### config.mk
export PLATFORM = sky130hd
export DESIGN_NAME = axi_rd_demux
export DESIGN_NICKNAME = d
export VERILOG_FILES = /design/src/design/axi_rd_demux_pkg.sv /design/src/design/rd_id_counters.sv /design/src/design/ar_router.sv /design/src/design/r_rr_arbiter.sv /design/src/design/axi_rd_demux.sv
export SDC_FILE = /design/constraint.sdc
export NUM_CORES = 1
export LEC_CHECK = 0
export BUFFER_PORTS_ARGS = -buffer_cell sky130_fd_sc_hd__buf_2
export CORE_AREA = 5 5 130 132
export CTS_CLUSTER_DIAMETER = 60
export DETAILED_ROUTE_END_ITERATION = 8
export DIE_AREA = 0 0 135 137
export GPL_TIMING_DRIVEN = 0
export PLACE_DENSITY = 0.73
export SLEW_MARGIN = 15
export SYNTH_ARGS = -nofsm -noshare
export SYNTH_HDL_FRONTEND = slang
export SYNTH_HIERARCHICAL = 1
export SYNTH_SLANG_ARGS = --single-unit
### constraint.sdc
create_clock -name clk_i -period 4.85 [get_ports clk_i]
set_input_delay 0.97 -clock clk_i [delete_from_list [all_inputs] [get_ports clk_i]]
set_output_delay 0.97 -clock clk_i [all_outputs]
set_load 0.01 [all_outputs]
### src/design/axi_rd_demux_pkg.sv
package axi_rd_demux_pkg;

  // ------------------------------
  // axi field widths
  // ------------------------------

  // transaction id, shared by ar and r
  localparam int unsigned ID_W   = 4;
  // byte address
  localparam int unsigned ADDR_W = 32;
  // one r data beat
  localparam int unsigned DATA_W = 32;
  // burst length, beats minus one
  localparam int unsigned LEN_W  = 8;

  // ------------------------------
  // default sizes
  // ------------------------------

  // master ports behind the demux
  localparam int unsigned NUM_PORTS_DEF = 3;
  // reads in flight per tracked id
  localparam int unsigned MAX_TRANS_DEF = 8;
  // low id bits that get their own counter
  localparam int unsigned LOOK_BITS_DEF = 2;

endpackage

### src/design/rd_id_counters.sv
module rd_id_counters #(
  parameter int unsigned SEL_W     = 2,
  parameter int unsigned MAX_TRANS = axi_rd_demux_pkg::MAX_TRANS_DEF,
  parameter int unsigned LOOK_BITS = axi_rd_demux_pkg::LOOK_BITS_DEF
) (
  input  logic                 clk_i,
  input  logic                 rst_n_i,
  // lookup of the id that waits on the slave ar
  input  logic [LOOK_BITS-1:0] lookup_id_i,
  output logic [SEL_W-1:0]     lookup_sel_o,
  output logic                 lookup_occupied_o,
  // any counter at its limit
  output logic                 full_o,
  // push on ar handshake
  input  logic                 push_i,
  input  logic [LOOK_BITS-1:0] push_id_i,
  input  logic [SEL_W-1:0]     push_sel_i,
  // pop on last r beat
  input  logic                 pop_i,
  input  logic [LOOK_BITS-1:0] pop_id_i
);

  // one counter per value of the tracked id bits
  localparam int unsigned NUM_CNT = 2 ** LOOK_BITS;
  // full means all ones, so MAX_TRANS 4 stops at three in flight
  localparam int unsigned CNT_W   = (MAX_TRANS > 1) ? $clog2(MAX_TRANS) : 1;

  logic [NUM_CNT-1:0][CNT_W-1:0] cnt_q;
  logic [NUM_CNT-1:0][SEL_W-1:0] sel_q;
  logic [NUM_CNT-1:0]            push_en;
  logic [NUM_CNT-1:0]            pop_en;
  logic [NUM_CNT-1:0]            occupied;
  logic [NUM_CNT-1:0]            cnt_full;

  // ------------------------------
  // decode of push and pop ids
  // ------------------------------
  always_comb begin
    for (int i = 0; i < NUM_CNT; i++) begin
      push_en[i] = push_i && (push_id_i == LOOK_BITS'(i));
      pop_en[i]  = pop_i && (pop_id_i == LOOK_BITS'(i));
    end
  end

  // ------------------------------
  // in-flight counters
  // ------------------------------
  always_ff @(posedge clk_i or negedge rst_n_i) begin
    if (!rst_n_i) begin
      cnt_q <= '0;
      sel_q <= '0;
    end else begin
      for (int i = 0; i < NUM_CNT; i++) begin
        // push and pop together cancel out
        if (push_en[i] && !pop_en[i]) begin
          cnt_q[i] <= cnt_q[i] + CNT_W'(1);
        end else if (pop_en[i] && !push_en[i]) begin
          cnt_q[i] <= cnt_q[i] - CNT_W'(1);
        end
        // remember where this id went
        if (push_en[i]) begin
          sel_q[i] <= push_sel_i;
        end
      end
    end
  end

  // status per counter
  for (genvar i = 0; i < NUM_CNT; i++) begin : gen_status
    assign occupied[i] = |cnt_q[i];
    assign cnt_full[i] = &cnt_q[i];
  end

  // lookup is purely combinational
  assign lookup_sel_o      = sel_q[lookup_id_i];
  assign lookup_occupied_o = occupied[lookup_id_i];
  assign full_o            = |cnt_full;

endmodule

### src/design/ar_router.sv
module ar_router #(
  parameter int unsigned NUM_PORTS = axi_rd_demux_pkg::NUM_PORTS_DEF,
  parameter int unsigned SEL_W     = 2,
  parameter int unsigned MAX_TRANS = axi_rd_demux_pkg::MAX_TRANS_DEF,
  parameter int unsigned LOOK_BITS = axi_rd_demux_pkg::LOOK_BITS_DEF
) (
  input  logic                                          clk_i,
  input  logic                                          rst_n_i,
  // slave ar
  input  logic                                          ar_valid_i,
  output logic                                          ar_ready_o,
  input  logic [axi_rd_demux_pkg::ID_W-1:0]             ar_id_i,
  input  logic [axi_rd_demux_pkg::ADDR_W-1:0]           ar_addr_i,
  input  logic [axi_rd_demux_pkg::LEN_W-1:0]            ar_len_i,
  input  logic [SEL_W-1:0]                              ar_sel_i,
  // master ar, flattened over the ports
  output logic [NUM_PORTS-1:0]                          m_ar_valid_o,
  input  logic [NUM_PORTS-1:0]                          m_ar_ready_i,
  output logic [NUM_PORTS*axi_rd_demux_pkg::ID_W-1:0]   m_ar_id_o,
  output logic [NUM_PORTS*axi_rd_demux_pkg::ADDR_W-1:0] m_ar_addr_o,
  output logic [NUM_PORTS*axi_rd_demux_pkg::LEN_W-1:0]  m_ar_len_o,
  // slave r as seen at the port, for the pop
  input  logic                                          r_valid_i,
  input  logic                                          r_ready_i,
  input  logic [axi_rd_demux_pkg::ID_W-1:0]             r_id_i,
  input  logic                                          r_last_i
);

  logic [SEL_W-1:0] lookup_sel;
  logic             lookup_occupied;
  logic             cnt_full;
  logic             sel_ready;
  logic             ar_valid;
  logic             ar_push;
  logic             pop;
  logic             lock_d;
  logic             lock_q;

  // ------------------------------
  // ready of the selected port
  // ------------------------------
  always_comb begin
    sel_ready = 1'b0;
    for (int i = 0; i < NUM_PORTS; i++) begin
      if (ar_sel_i == SEL_W'(i)) begin
        sel_ready = m_ar_ready_i[i];
      end
    end
  end

  // ------------------------------
  // ar acceptance
  // ------------------------------
  always_comb begin
    ar_valid = 1'b0;
    ar_push  = 1'b0;
    lock_d   = lock_q;
    if (lock_q) begin
      // valid already shown, counter flags no longer matter
      ar_valid = 1'b1;
      if (sel_ready) begin
        ar_push = 1'b1;
        lock_d  = 1'b0;
      end
    end else if (ar_valid_i && !cnt_full &&
                 (!lookup_occupied || (lookup_sel == ar_sel_i))) begin
      // id free or bound to the same port
      ar_valid = 1'b1;
      if (sel_ready) begin
        ar_push = 1'b1;
      end else begin
        lock_d = 1'b1;
      end
    end
  end

  // keeps a presented valid up until ready
  always_ff @(posedge clk_i or negedge rst_n_i) begin
    if (!rst_n_i) begin
      lock_q <= 1'b0;
    end else begin
      lock_q <= lock_d;
    end
  end

  assign ar_ready_o = ar_valid & sel_ready;

  // only the selected port sees valid
  always_comb begin
    for (int i = 0; i < NUM_PORTS; i++) begin
      m_ar_valid_o[i] = ar_valid && (ar_sel_i == SEL_W'(i));
    end
  end

  // payload copied to every port
  assign m_ar_id_o   = {NUM_PORTS{ar_id_i}};
  assign m_ar_addr_o = {NUM_PORTS{ar_addr_i}};
  assign m_ar_len_o  = {NUM_PORTS{ar_len_i}};

  // read done once its last beat leaves the slave port
  assign pop = r_valid_i & r_ready_i & r_last_i;

  rd_id_counters #(
    .SEL_W     (SEL_W),
    .MAX_TRANS (MAX_TRANS),
    .LOOK_BITS (LOOK_BITS)
  ) rd_id_counters_i (
    .clk_i             (clk_i),
    .rst_n_i           (rst_n_i),
    .lookup_id_i       (ar_id_i[LOOK_BITS-1:0]),
    .lookup_sel_o      (lookup_sel),
    .lookup_occupied_o (lookup_occupied),
    .full_o            (cnt_full),
    .push_i            (ar_push),
    .push_id_i         (ar_id_i[LOOK_BITS-1:0]),
    .push_sel_i        (ar_sel_i),
    .pop_i             (pop),
    .pop_id_i          (r_id_i[LOOK_BITS-1:0])
  );

endmodule

### src/design/r_rr_arbiter.sv
module r_rr_arbiter #(
  parameter int unsigned NUM_PORTS = axi_rd_demux_pkg::NUM_PORTS_DEF,
  parameter int unsigned SEL_W     = 2
) (
  input  logic                                          clk_i,
  input  logic                                          rst_n_i,
  // master r, flattened over the ports
  input  logic [NUM_PORTS-1:0]                          m_r_valid_i,
  output logic [NUM_PORTS-1:0]                          m_r_ready_o,
  input  logic [NUM_PORTS*axi_rd_demux_pkg::ID_W-1:0]   m_r_id_i,
  input  logic [NUM_PORTS*axi_rd_demux_pkg::DATA_W-1:0] m_r_data_i,
  input  logic [NUM_PORTS-1:0]                          m_r_last_i,
  // slave r
  output logic                                          r_valid_o,
  input  logic                                          r_ready_i,
  output logic [axi_rd_demux_pkg::ID_W-1:0]             r_id_o,
  output logic [axi_rd_demux_pkg::DATA_W-1:0]           r_data_o,
  output logic                                          r_last_o
);

  logic [SEL_W-1:0] ptr_q;
  logic [SEL_W-1:0] lock_idx_q;
  logic             lock_q;
  logic [SEL_W-1:0] rr_idx;
  logic             rr_found;
  logic [SEL_W-1:0] gnt_idx;
  logic             handshake;

  // ------------------------------
  // round-robin search
  // ------------------------------
  // first valid port at or after the pointer
  always_comb begin : rr_search
    int unsigned cand;
    rr_idx   = ptr_q;
    rr_found = 1'b0;
    for (int unsigned k = 0; k < NUM_PORTS; k++) begin
      cand = ptr_q + k;
      // wrap around the port count
      if (cand >= NUM_PORTS) begin
        cand = cand - NUM_PORTS;
      end
      if (!rr_found && m_r_valid_i[cand]) begin
        rr_found = 1'b1;
        rr_idx   = SEL_W'(cand);
      end
    end
  end

  // a locked grant wins over the search
  assign gnt_idx   = lock_q ? lock_idx_q : rr_idx;
  assign r_valid_o = lock_q ? m_r_valid_i[lock_idx_q] : rr_found;
  assign handshake = r_valid_o & r_ready_i;

  // beat of the granted port
  assign r_id_o   = m_r_id_i[gnt_idx*axi_rd_demux_pkg::ID_W +: axi_rd_demux_pkg::ID_W];
  assign r_data_o = m_r_data_i[gnt_idx*axi_rd_demux_pkg::DATA_W +: axi_rd_demux_pkg::DATA_W];
  assign r_last_o = m_r_last_i[gnt_idx];

  // ready goes back to the granted port only
  always_comb begin
    for (int i = 0; i < NUM_PORTS; i++) begin
      m_r_ready_o[i] = handshake && (gnt_idx == SEL_W'(i));
    end
  end

  // ------------------------------
  // pointer and lock-in
  // ------------------------------
  always_ff @(posedge clk_i or negedge rst_n_i) begin
    if (!rst_n_i) begin
      ptr_q      <= '0;
      lock_q     <= 1'b0;
      lock_idx_q <= '0;
    end else if (handshake) begin
      // move past the port just served
      lock_q <= 1'b0;
      ptr_q  <= (gnt_idx == SEL_W'(NUM_PORTS - 1)) ? '0 : gnt_idx + SEL_W'(1);
    end else if (r_valid_o && !lock_q) begin
      // back-pressure, hold this grant
      lock_q     <= 1'b1;
      lock_idx_q <= rr_idx;
    end
  end

endmodule

### src/design/axi_rd_demux.sv
module axi_rd_demux #(
  parameter int unsigned NUM_PORTS = axi_rd_demux_pkg::NUM_PORTS_DEF,
  parameter int unsigned MAX_TRANS = axi_rd_demux_pkg::MAX_TRANS_DEF,
  parameter int unsigned LOOK_BITS = axi_rd_demux_pkg::LOOK_BITS_DEF,
  // port select width, shared by router and arbiter
  localparam int unsigned SEL_W    = (NUM_PORTS > 1) ? $clog2(NUM_PORTS) : 1
) (
  input  logic                                          clk_i,
  input  logic                                          rst_n_i,
  // ------------------------------
  // slave port
  // ------------------------------
  input  logic                                          ar_valid_i,
  output logic                                          ar_ready_o,
  input  logic [axi_rd_demux_pkg::ID_W-1:0]             ar_id_i,
  input  logic [axi_rd_demux_pkg::ADDR_W-1:0]           ar_addr_i,
  input  logic [axi_rd_demux_pkg::LEN_W-1:0]            ar_len_i,
  // target port, stable while ar_valid_i is high
  input  logic [SEL_W-1:0]                              ar_sel_i,
  output logic                                          r_valid_o,
  input  logic                                          r_ready_i,
  output logic [axi_rd_demux_pkg::ID_W-1:0]             r_id_o,
  output logic [axi_rd_demux_pkg::DATA_W-1:0]           r_data_o,
  output logic                                          r_last_o,
  // ------------------------------
  // master ports
  // ------------------------------
  output logic [NUM_PORTS-1:0]                          m_ar_valid_o,
  input  logic [NUM_PORTS-1:0]                          m_ar_ready_i,
  output logic [NUM_PORTS*axi_rd_demux_pkg::ID_W-1:0]   m_ar_id_o,
  output logic [NUM_PORTS*axi_rd_demux_pkg::ADDR_W-1:0] m_ar_addr_o,
  output logic [NUM_PORTS*axi_rd_demux_pkg::LEN_W-1:0]  m_ar_len_o,
  input  logic [NUM_PORTS-1:0]                          m_r_valid_i,
  output logic [NUM_PORTS-1:0]                          m_r_ready_o,
  input  logic [NUM_PORTS*axi_rd_demux_pkg::ID_W-1:0]   m_r_id_i,
  input  logic [NUM_PORTS*axi_rd_demux_pkg::DATA_W-1:0] m_r_data_i,
  input  logic [NUM_PORTS-1:0]                          m_r_last_i
);

  // ar side with the id counters
  // pops from the slave r handshake below
  ar_router #(
    .NUM_PORTS (NUM_PORTS),
    .SEL_W     (SEL_W),
    .MAX_TRANS (MAX_TRANS),
    .LOOK_BITS (LOOK_BITS)
  ) ar_router_i (
    .clk_i        (clk_i),
    .rst_n_i      (rst_n_i),
    .ar_valid_i   (ar_valid_i),
    .ar_ready_o   (ar_ready_o),
    .ar_id_i      (ar_id_i),
    .ar_addr_i    (ar_addr_i),
    .ar_len_i     (ar_len_i),
    .ar_sel_i     (ar_sel_i),
    .m_ar_valid_o (m_ar_valid_o),
    .m_ar_ready_i (m_ar_ready_i),
    .m_ar_id_o    (m_ar_id_o),
    .m_ar_addr_o  (m_ar_addr_o),
    .m_ar_len_o   (m_ar_len_o),
    .r_valid_i    (r_valid_o),
    .r_ready_i    (r_ready_i),
    .r_id_i       (r_id_o),
    .r_last_i     (r_last_o)
  );

  // r merge back onto the slave port
  r_rr_arbiter #(
    .NUM_PORTS (NUM_PORTS),
    .SEL_W     (SEL_W)
  ) r_rr_arbiter_i (
    .clk_i       (clk_i),
    .rst_n_i     (rst_n_i),
    .m_r_valid_i (m_r_valid_i),
    .m_r_ready_o (m_r_ready_o),
    .m_r_id_i    (m_r_id_i),
    .m_r_data_i  (m_r_data_i),
    .m_r_last_i  (m_r_last_i),
    .r_valid_o   (r_valid_o),
    .r_ready_i   (r_ready_i),
    .r_id_o      (r_id_o),
    .r_data_o    (r_data_o),
    .r_last_o    (r_last_o)
  );

endmodule

==> flow_results.org <==
** Global route
- Number of antenna violations at the first check in global routing :: 0
- Overflow left after global routing :: 0
- First-pass GRT wire length :: approximately 26 mm
- Largest net degree at the start of global routing :: 27
- The number of global-route vias before repair came to 5027.
- For this run, the total global-route usage over all layers was measured as 17.2%.

** Die
- The floorplan step defined a core boundary enclosing between 15000 and 20000 µm².
- Cell Rows :: between 40 and 50
- For this configuration, the core starts out at a cell density of 28.9%.
- Boundary Pins :: 344
- The die is between 100 and 150 µm tall.
- X dimension of the die :: roughly 140 µm
- The die covers 18500 µm².

** Run
- Across the run, the number of max-cap violations was 0.

** Clocking
- Clock tree synthesis inserted a total of 3 buffers.
- TritonCTS clock tree :: yes
- # clock sinks :: 26
- Post-CTS timing repair inserted 0 buffers for setup.
- The tree is rooted in a clkbuf_16.
- Worst skew pair latency :: 260 ps
- Clock-pin slew on the worst setup and hold paths :: around 70 ps
- Hold bufs inserted after CTS :: 0
- Resize count post-CTS :: 0
- Number of levels the H-tree was split into :: 1
- Buffer levels on the longest clock path :: 2

** STA
- Headroom to the max-slew limit :: a little under half
- Number of setup violations in the final report :: 0
- Across the routed clock network, the largest skew measured is around 2.3 ps.
- Max-slew violation total from the final report :: 0
- Final Hold Fails :: 0
- Slew @ Worst Pin :: about 800 ps
- Achievable frequency :: approximately 0.22 GHz
- Across all setup checks in the final design, the least slack found is between 300 and 400 ps.
- In the finished design, the share of the clock period the worst path needs comes to just over 90%.
- Counting I/O delays and the setup requirement, the final critical path takes ~4500 ps.
- Setup TNS :: 0 ps
- Setup repair after global routing left no endpoint under its margin.

** Logic synthesis
- The synthesized netlist contains 61 unique library cells.
- A synthesized cell averages 8.52 µm².
- Number of storage elements in the synthesis netlist :: 26
- In the synthesized netlist, mux cells make up 14.8% of the area.
- Syn Nets :: just over 700
- Combined area of all synthesized cells :: ~4500 µm²
- Synthesis produced a netlist whose cell count is ~530.
- Summing the areas of all and, or, nand and nor instances in the mapped netlist gives between 10% and 20% of the synthesized area.
- After synthesis, flip-flops and latches occupy roughly 14% of the total area.
- Number of enable flip-flop cells after synthesis :: 0
- Share of synthesized cell area in full adder, half adder and majority cells :: approximately 4.0%
- Yosys printed 6 warnings.
- Compound-Gate Fraction of Synth Area :: 24.5%
- Leading register cell type out of synthesis :: dfrtp_1
- The synthesized netlist devotes 2.72% of its cell area to XOR and XNOR gates.
- By area, the combinational part of the netlist is dominated by buffers and inverters.
- Counting flops with an async set or reset pin after synthesis yields a share of 100%.

** Pwr
- Across the VDD grid, the largest voltage drop is about 0.00020 V.
- Post-layout total power :: between 3000 and 4000 µW
- Lkg Pwr :: 0.00329 µW
- Ratio of total power to cell area :: 534 nW/µm²

** Worst hold path
- The path class of the tightest hold or removal check is flop to flop.

** Drt
- The routed design uses about 1.4 mm of met3 wire.
- The final layout contains routed wiring with a total length of roughly 17 mm.
- After detailed routing, the number of remaining DRC violations is 0.
- Top layer in use :: met4
- The first TritonRoute pass finished after 5 iterations.
- Initial DRC count :: around 230
- In the routed layout, each cell is associated on average with a via count of approximately 4.7.
- In the detailed route, the total length drawn on met2 is 9.08 mm.
- Detailed-route wire length on metal 1 :: 6.61 mm
- The detailed router placed 4940 vias in this run.
- Dividing the detail-routed wire length by the instance count gives 16.4 µm.
- Number of antenna-violating nets in the routed design :: 0

** Cells and area
- Counting the fill cells in the layout gives around 1600.
- Relative to the synthesized area, the layout overhead comes to 42.4%.
- Registers take 651 µm².
- Area taken by multi-input logic gates :: 2610 µm²
- Leaving out fill and tap cells, the most frequent cell in the layout is buf_2.
- Cells with a size suffix above 1 make up a little over three fifths of the layout.
- After the last flow step, the layout net total stands at 1016.
- Number of antenna diodes :: 0
- Most frequent cells in the layout :: 303 x buf_2, 138 x buf_4, 49 x mux2_2, 43 x nand2_1

** Outcome
- The run finished with clean final reports.

** Setup path
- Highest fanout seen on the critical path :: 10
- STA classifies the critical path startpoint as a flop.
- Sort of element at the end of the critical path :: flop
- At the worst endpoint, the arrival time is between 4000 and 5000 ps.
- Required time of the worst setup path :: around 5000 ps
- The critical path in this run is classified as flop to flop.

** Placed design
- Input and output buffers added on the ports amount to 301.
- DP HPWL :: 14.4 mm
- Final RePlAce weighted congestion :: around 0.8
- Setup Slack @ Placement :: roughly 84 ps
[worst max-delay path: stages, from the launching register on]
cell and delay, ps:
dfrtp_1 440, inv_1 90, ha_1 290, buf_4 170, nand2b_1 140, a21oi_1 410, a211oi_4 90, or3_4 360
o221ai_4 410, a221o_1 310, and3_1 260, or3b_2 460, ha_1 220, inv_1 80, fa_1 420, mux2_2 270
[through the flow]
stage	area [µm²]	util, %	cells	hold WS (ps)
floorplan	4500	-	528	455
global placement	6280	40.2	1045	474
detailed placement	6280	40.2	1045	488
CTS	6380	40.9	1049	502
global route	6410	41.1	1052	526
finish	6410	41.1	1052	501
[Yosys cell counts, types with 8 or more instances]
cell,instances,area [µm²]
buf_4,135,1010
mux2_2,49,552
nand2_1,43,161
a21oi_1,40,200
o21ai_0,40,200
a221o_1,37,370
dfrtp_1,26,651
buf_6,11,124
clkbuf_1,11,41.3
nor2_1,11,41.3
inv_1,10,37.5
ha_1,8,100
xor2_1,8,70.1
[layer usage]
metal | vias to the layer above | global-route usage, %
li1 | 2400 | -
met1 | 2309 | 20.6
met2 | 221 | 32.2
met3 | 10 | 3.64
met4 | 0 | 2.35
met5 | - | 0
[power breakdown]
| part | internal, µW | leakage, µW | switching [µW] |
|---|---|---|---|
| sequential | 324 | 0.000314 | 104 |
| clock | 164 | 0.0000511 | 78.2 |
| combinational | 1260 | 0.00292 | 1500 |
[registers in the layout, summed over array words and instances, names as in the netlist]
name,cells
ar_router_i/rd_id_counters_i/sel_q,8
r_rr_arbiter_i/lock_q,1
r_rr_arbiter_i/ptr_q,2
r_rr_arbiter_i/lock_idx_q,2
ar_router_i/rd_id_counters_i/cnt_q,12
ar_router_i/lock_q,1
[cell families after synthesis]
logic type               count (synthesis)
adder cells (fa/ha/maj)                 12
buffers and inverters                  173
AND/OR/NAND/NOR                        101
flip-flops                              26
XOR/XNOR                                14
AO/OA/AOI/OAI                          145
multiplexers                            57
[path summary, 6_finish.rpt]
path                                                             from                               endpoint  slack, ps  cells past startpoint
worst max-delay path                          r_rr_arbiter_i/ptr_q[0]  ar_router_i/rd_id_counters_i/cnt_q[1]        320                     15
worst min-delay path            ar_router_i/rd_id_counters_i/cnt_q[2]  ar_router_i/rd_id_counters_i/cnt_q[2]        500                      1
worst max register to register                r_rr_arbiter_i/ptr_q[0]  ar_router_i/rd_id_counters_i/cnt_q[1]        320                     15
worst min register to register  ar_router_i/rd_id_counters_i/cnt_q[2]  ar_router_i/rd_id_counters_i/cnt_q[2]        500                      1
min in group asynchronous                                     rst_n_i  ar_router_i/rd_id_counters_i/cnt_q[8]        700                      1
max in group asynchronous                                     rst_n_i  ar_router_i/rd_id_counters_i/cnt_q[9]       3770                      1
[final cells by class]
cell class | count | area share, %
Buffer | 163 | 18.8
Clock buffer | 3 | 1.17
Timing Repair Buffer | 304 | 23.9
Multi-Input combinational cell | 329 | 40.8
Clock inverter | 1 | 0.468
Inverter | 10 | 0.586
Sequential cell | 26 | 10.2
Tap cell | 216 | 4.22
Power figures use the tool's default switching activity.
